## config.mk

```make
export PLATFORM = sky130hd
export DESIGN_NAME = timer_top
export DESIGN_NICKNAME = d
export VERILOG_FILES = /design/src/hw/timer_pkg.sv /design/src/hw/phase_if.sv /design/src/hw/phase_generator.sv /design/src/hw/time_pulse_sequencer.sv /design/src/hw/restart_control.sv /design/src/hw/timer_top.sv
export SDC_FILE = /design/constraint.sdc
export NUM_CORES = 1
export LEC_CHECK = 0
export BUFFER_PORTS_ARGS = -buffer_cell sky130_fd_sc_hd__buf_2
export CORE_UTILIZATION = 48
export DETAILED_ROUTE_END_ITERATION = 10
export PLACE_DENSITY = 0.83
export SYNTH_ARGS = -nofsm -noshare
export SYNTH_HDL_FRONTEND = slang
export SYNTH_SLANG_ARGS = --single-unit
export TNS_END_PERCENT = 100
```

## constraint.sdc

```tcl
create_clock -name clock -period 2.5 [get_ports clock]
set_input_delay 0.5 -clock clock [delete_from_list [all_inputs] [get_ports clock]]
set_output_delay 0.5 -clock clock [all_outputs]
set_load 0.02 [all_outputs]
```

## src/hw/timer_pkg.sv

```systemverilog
package timer_pkg;

    // twelve time pulses make up one memory cycle
    localparam int NUM_TIME_PULSES = 12;

    // index of the current time pulse
    // only 1 .. 12 are legal, 0 and 13 .. 15 never appear
    typedef logic [3:0] time_pulse_t;

    // one bit per time pulse, bit 0 is T01 and bit 11 is T12
    typedef logic [NUM_TIME_PULSES-1:0] t_pulse_vec_t;

    // first pulse of the cycle
    localparam time_pulse_t T_FIRST = 4'd1;

    // last pulse, also the parking slot for restart and stop
    localparam time_pulse_t T_LAST = 4'd12;

    // clocks per time-pulse step
    // must be even and at least 4 so that rt, wt and ct fall in distinct phases
    localparam int DEFAULT_PHASES = 4;

endpackage

```

## src/hw/phase_if.sv

```systemverilog
interface phase_if;

    // read strobe, first phase of each step
    logic rt;
    // write strobe, middle of each step
    logic wt;
    // clear strobe, last phase of each step
    logic ct;
    // advance request for the time-pulse sequence, same phase as ct
    logic step;

    // the divider drives every strobe
    modport gen (output rt, output wt, output ct, output step);
    // the sequencer only moves on step
    modport seq (input step);
    // restart and stop are evaluated on step
    modport ctl (input step);

endinterface

```

## src/hw/phase_generator.sv

```systemverilog
module phase_generator #(
    parameter int PHASES = 4
) (
    input  logic clock,
    input  logic rst_n,
    input  logic wl15,
    input  logic wl16,
    phase_if.gen phases,
    output logic ovf,
    output logic unf
);

    // wide enough for 0 .. PHASES-1
    localparam int CW = $clog2(PHASES);

    // last counter value, the counter wraps to 0 after it
    localparam logic [CW-1:0] LAST_PHASE = CW'(PHASES - 1);
    // strobes are registered, so each one is loaded in the phase before it shows
    localparam logic [CW-1:0] WT_LOAD = CW'(PHASES / 2 - 1);
    localparam logic [CW-1:0] CT_LOAD = CW'(PHASES - 2);

    // sub-phase counter
    logic [CW-1:0] phase_cnt;

    // registered strobes
    logic rt_q;
    logic wt_q;
    logic ct_q;

    // an odd count or a count below 4 would merge two strobes
    if (PHASES < 4 || (PHASES % 2) != 0) begin : g_bad_phases
        $error("phase_generator: PHASES must be even and at least 4");
    end

    // free-running divider, 0 .. PHASES-1
    always_ff @(posedge clock) begin
        if (!rst_n) begin
            phase_cnt <= '0;
        end else if (phase_cnt == LAST_PHASE) begin
            phase_cnt <= '0;
        end else begin
            phase_cnt <= phase_cnt + 1'b1;
        end
    end

    // decode one clock early so each strobe is high while the counter sits in its phase
    // rt in phase 0, wt in phase PHASES/2, ct in phase PHASES-1
    // all strobes low out of reset until their phase comes round
    always_ff @(posedge clock) begin
        if (!rst_n) begin
            rt_q <= 1'b0;
            wt_q <= 1'b0;
            ct_q <= 1'b0;
        end else begin
            // loading on the last phase puts rt in phase 0 after the wrap
            rt_q <= (phase_cnt == LAST_PHASE);
            wt_q <= (phase_cnt == WT_LOAD);
            ct_q <= (phase_cnt == CT_LOAD);
        end
    end

    assign phases.rt = rt_q;
    assign phases.wt = wt_q;
    assign phases.ct = ct_q;
    // step ends the time pulse together with the clear strobe
    assign phases.step = ct_q;

    // word-line sign check, only looked at on the clear strobe
    // overflow is 01 on wl16/wl15, underflow is 10
    always_ff @(posedge clock) begin
        if (!rst_n) begin
            ovf <= 1'b0;
            unf <= 1'b0;
        end else if (ct_q) begin
            ovf <= wl15 & ~wl16;
            unf <= wl16 & ~wl15;
        end
    end

endmodule

```

## src/hw/time_pulse_sequencer.sv

```systemverilog
module time_pulse_sequencer (
    input  logic                    clock,
    input  logic                    rst_n,
    phase_if.seq                    phases,
    input  logic                    gojam,
    input  logic                    stop,
    output timer_pkg::time_pulse_t  time_pulse,
    output timer_pkg::t_pulse_vec_t t_pulse
);

    import timer_pkg::*;

    // index the sequence moves to on the next accepted step
    time_pulse_t next_pulse;

    // step that is not blocked by a manual stop
    logic advance;

    assign advance = phases.step & ~stop;

    // T12 wraps round to T01
    always_comb begin
        if (time_pulse == T_LAST) begin
            next_pulse = T_FIRST;
        end else begin
            next_pulse = time_pulse_t'(time_pulse + 4'd1);
        end
    end

    // comes out of reset parked at T12 so the first step lands on T01
    // gojam beats everything and holds the sequence at T12
    // a stop simply swallows the steps
    always_ff @(posedge clock) begin
        if (!rst_n) begin
            time_pulse <= T_LAST;
        end else if (gojam) begin
            time_pulse <= T_LAST;
        end else if (advance) begin
            time_pulse <= next_pulse;
        end
    end

    // one-hot view of the registered index
    // bit i is pulse i+1, so T01 sits in bit 0
    always_comb begin
        t_pulse = '0;
        for (int i = 0; i < NUM_TIME_PULSES; i++) begin
            t_pulse[i] = (time_pulse == time_pulse_t'(i + 1));
        end
    end

endmodule

```

## src/hw/restart_control.sv

```systemverilog
module restart_control (
    input  logic                   clock,
    input  logic                   rst_n,
    phase_if.ctl                   phases,
    // standby request
    input  logic                   sby,
    // alarm restart
    input  logic                   alga,
    // manual start from the panel
    input  logic                   mstrtp,
    // start requests from the test equipment
    input  logic                   strt1,
    input  logic                   strt2,
    // manual stop from the panel
    input  logic                   mstp,
    input  timer_pkg::time_pulse_t time_pulse,
    output logic                   gojam,
    output logic                   stop
);

    import timer_pkg::*;

    // any restart source asks for a go
    logic go_req;

    // step taken at the end of T12, the only point where the cycle may restart or halt
    logic t12_step;

    assign go_req = sby | alga | mstrtp | strt1 | strt2;

    assign t12_step = phases.step & (time_pulse == T_LAST);

    // restart pulse
    // set straight away by any request, and held while the request stays up
    // cleared only at a T12 boundary once every request has gone
    always_ff @(posedge clock) begin
        if (!rst_n) begin
            gojam <= 1'b0;
        end else if (go_req) begin
            gojam <= 1'b1;
        end else if (t12_step) begin
            gojam <= 1'b0;
        end
    end

    // manual stop latch
    // engages only on the step that closes T12, never during a restart
    // releases on the first step that sees mstp low, at any pulse
    always_ff @(posedge clock) begin
        if (!rst_n) begin
            stop <= 1'b0;
        end else if (phases.step) begin
            if (!mstp) begin
                stop <= 1'b0;
            end else if (t12_step && !gojam) begin
                stop <= 1'b1;
            end
        end
    end

endmodule

```

## src/hw/timer_top.sv

```systemverilog
module timer_top #(
    parameter int PHASES = timer_pkg::DEFAULT_PHASES
) (
    // master clock
    input  logic                    clock,
    input  logic                    rst_n,
    // restart sources
    input  logic                    sby,
    input  logic                    alga,
    input  logic                    mstrtp,
    input  logic                    strt1,
    input  logic                    strt2,
    // manual stop
    input  logic                    mstp,
    // top two word-line bits, checked on the clear strobe
    input  logic                    wl15,
    input  logic                    wl16,
    // per-step phase strobes
    output logic                    rt,
    output logic                    wt,
    output logic                    ct,
    // one-hot time pulses T01 .. T12
    output timer_pkg::t_pulse_vec_t t_pulse,
    // restart and stop state
    output logic                    gojam,
    output logic                    stop,
    // word-line overflow and underflow flags
    output logic                    ovf,
    output logic                    unf
);

    import timer_pkg::*;

    // current time-pulse index, from the sequencer to the stop/restart logic
    time_pulse_t time_pulse;

    // phase strobes shared by all three blocks
    phase_if phases ();

    // clock divider with the overflow/underflow flags
    phase_generator #(
        .PHASES(PHASES)
    ) i_phase_generator (
        .clock (clock),
        .rst_n (rst_n),
        .wl15  (wl15),
        .wl16  (wl16),
        .phases(phases),
        .ovf   (ovf),
        .unf   (unf)
    );

    // T01 .. T12 stepping
    time_pulse_sequencer i_time_pulse_sequencer (
        .clock     (clock),
        .rst_n     (rst_n),
        .phases    (phases),
        .gojam     (gojam),
        .stop      (stop),
        .time_pulse(time_pulse),
        .t_pulse   (t_pulse)
    );

    // gojam and manual stop
    restart_control i_restart_control (
        .clock     (clock),
        .rst_n     (rst_n),
        .phases    (phases),
        .sby       (sby),
        .alga      (alga),
        .mstrtp    (mstrtp),
        .strt1     (strt1),
        .strt2     (strt2),
        .mstp      (mstp),
        .time_pulse(time_pulse),
        .gojam     (gojam),
        .stop      (stop)
    );

    // the memory side only needs rt, wt and ct
    // step stays inside the timer
    assign rt = phases.rt;
    assign wt = phases.wt;
    assign ct = phases.ct;

endmodule

```

==> out/results.ini <==
[global_routing]
grt.total_usage_pct = 22.4
antenna_found_initial = 0
grt_max_degree = 11
grt_pass1_vias = 521
grt-ovfl-total = 0
grt_pass1_wl_mm = 2.29

[clock_network]
cts_sinks = 13
postCtsSetupBuffers = 0
cts_made_buffers = 3
clock_path_buffers = 2
clk_latency_ps = 270
htree_levels = 1
cts_tree = done
holdBufCountCts = 0
cts_resized = 0
clk_pin_slew_ps = 80
root_buffer = clkbuf_4

[min_path]
whs_path_depth = 1
hold_path.class = reg2reg
hp-start = i_phase_generator.phase_cnt[0]
holdPathEnd = i_phase_generator.phase_cnt[0]

[drt]
via_count = 633
drt_iter0_markers = 12
finalWirelength_mm = 1.45
ant_nets = 0
firstDrtPassIters = 4
routedWlPerCell_um = 11.8
via_per_inst = 5.19
drc = 0

[sta]
tightestPinTransition_ps = 362
finalSetupTns_ps = 0
setup_viol = 0
grt_setup_unrepaired = no
fmax_ghz = 0.537
finalCritPeriodShare_pct = 74.5
final-hold-violation-count = 0
finClkSkew_ps = 1.80
fin_crit_ps = 1860
maxSlewHeadroom_pct = 75.8
finalMaxSlewViolations = 0

[synthesis]
synth-warning-count = 0
synth_top_area_cell = dfxtp_1
syn-instance-count = 75
ys_seq_area_share_pct = 39.0
ys_ff_latch = 13
syn-num-nets = 92
synth_area_per_cell_um2 = 8.89
synthDistinctLibCells = 22
synthTopCellsByArea = dfxtp_1 39%, and2_1 14%, ha_1 13%, nor2b_1 4.7%, inv_1 3.9%
yosysTopAreaCellShare_pct = 39.0
syn_area_um2 = 667

[worst_setup_path]
critPathMaxFanout = 7
reg2reg_to = i_restart_control.stop
reg2reg_depth = 5
worstPathRequired_ps = 2000
crit_arrival_ps = 1360
startpoint_type = flip-flop
r2r-start = i_time_pulse_sequencer.time_pulse[0]
endpoint_kind = output port
worst-setup-path-type = reg2out
r2r_setup_slack_ps = 1170

[placement]
place_congestion = 0.810
port_buffers = 28
place_hpwl_mm = 1.18
postPlaceCellArea_um2 = 826

[floorplanning]
die_y_um = 39.3
start_util_pct = 51.3
io-pin-count = 29
core_um2 = 1300
die-area_um2 = 1540
die_x_um = 39.3
rows = 13

[finish]
drive_above_1_share_pct = 29.9
fill_cells = 133
fin_nets = 125
final_area_um2 = 852
diodes = 0
areaGrowthSynthToFinish_pct = 27.8

[outcome]
status = finished, final reports clean

[flow_run]
max_cap_viol_count = 0

[power]
power_density_nw_per_um2 = 485
irDropWorstVdd_mv = 0.290
p_leak_nw = 0.435

-- cells in the mapped netlist, drive strengths merged --
cell type	instances
nor3	1
nand2	2
or4	1
o41ai	1
nand3	2
a21boi	1
dfxtp	13
nor2b	5
o2bb2ai	1
o221a	1
nand3b	1
a31oi	2
mux2i	1
inv	7
nand4	2
ha	7
nor2	5
nand2b	2
a211oi	1
and2	15
o21ai	2
a21oi	2
-- layer usage --
metal  vias to the layer above  part of all wire (%)  track usage, %
met3                         0                   4.4            5.11
met5                         -                     0               0
li1                        320                     -               -
met4                         0                     0            5.17
met1                       298                    42            25.5
met2                        15                    54            41.7
-- power breakdown --
group	internal [W]	switching, W	leakage [nW]	total, W
logic	0.0000251	0.0000325	0.314	0.0000576
registers	0.000218	0.0000108	0.106	0.000229
clock network	0.0000616	0.0000652	0.0150	0.000127
-- cell families (layout without fill, tap and decap cells) --
group	Yosys count	after routing	share of synthesized area [%]
AO/OA/AOI/OAI	11	11	11.4
adder cells (fa/ha/maj)	7	7	13.1
buffers and inverters	7	39	3.94
flip-flops	13	13	39.0
multiplexers	1	1	1.50
AND/OR/NAND/NOR	36	36	31.0
-- layout by cell type (no fill, tap or decap) --
master and instances:
o21ai_0 2, a21oi_1 2, dfxtp_1 13, mux2i_1 1, clkbuf_4 3, nand3b_1 1
nand4_1 2, nor2b_1 5, and2_1 15, o2bb2ai_1 1, nand3_1 2, nand2_1 2
a31oi_1 2, buf_2 28, o221a_2 1, inv_1 7, o41ai_1 1, nor3_1 1
ha_1 7, a211oi_1 1, nand2b_1 2, a21boi_0 1, clkbuf_1 1, or4_1 1
nor2_1 5
-- critical path, stage by stage (launching register included) --
cell and delay, ps:
dfxtp_1 440, inv_1 90, ha_1 260, nand3_1 120
inv_1 40, buf_2 150
-- how the worst max path moves through the flow --
stage,start,end,slack [ps],depth (start not counted)
floorplan,i_time_pulse_sequencer.time_pulse[0],t_pulse[3],1080,3
global placement,i_time_pulse_sequencer.time_pulse[0],t_pulse[11],970,5
detailed placement,i_time_pulse_sequencer.time_pulse[0],t_pulse[11],940,5
CTS,i_time_pulse_sequencer.time_pulse[0],t_pulse[11],640,5
global route,i_time_pulse_sequencer.time_pulse[1],t_pulse[11],550,5
finish,i_time_pulse_sequencer.time_pulse[0],t_pulse[11],640,5
-- registers in the layout (all words and copies together), names as in the netlist --
signal	cells
i_time_pulse_sequencer.time_pulse	4
i_phase_generator.phase_cnt	2
i_phase_generator.ovf	1
i_phase_generator.phases.ct	1
i_phase_generator.phases.rt	1
i_phase_generator.phases.wt	1
i_phase_generator.unf	1
i_restart_control.gojam	1
i_restart_control.stop	1
-- final cells by class --
cell class,count,area [um2],share of cell area (%)
Tap cell,15,18.8,2.20
Timing Repair Buffer,28,140,16.4
Multi-Input combinational cell,55,380,44.6
Clock buffer,4,26.3,3.08
Inverter,7,26.3,3.08
Sequential cell,13,260,30.5
-- stage by stage --
stage / hold WS (ps) / worst slack, ps / utilization [%] / total power, W / cells
after floorplan: 433 / 1080 / - / 0.000267 / 75
after global placement: 448 / 969 / 63.5 / 0.000287 / 118
after detailed placement: 464 / 940 / 63.5 / 0.000291 / 118
after CTS: 482 / 640 / 65.5 / 0.000414 / 122
after global routing: 500 / 545 / 65.5 / 0.000434 / 122
final: 479 / 637 / 65.5 / 0.000413 / 122
(Power assumes the default switching activity.)
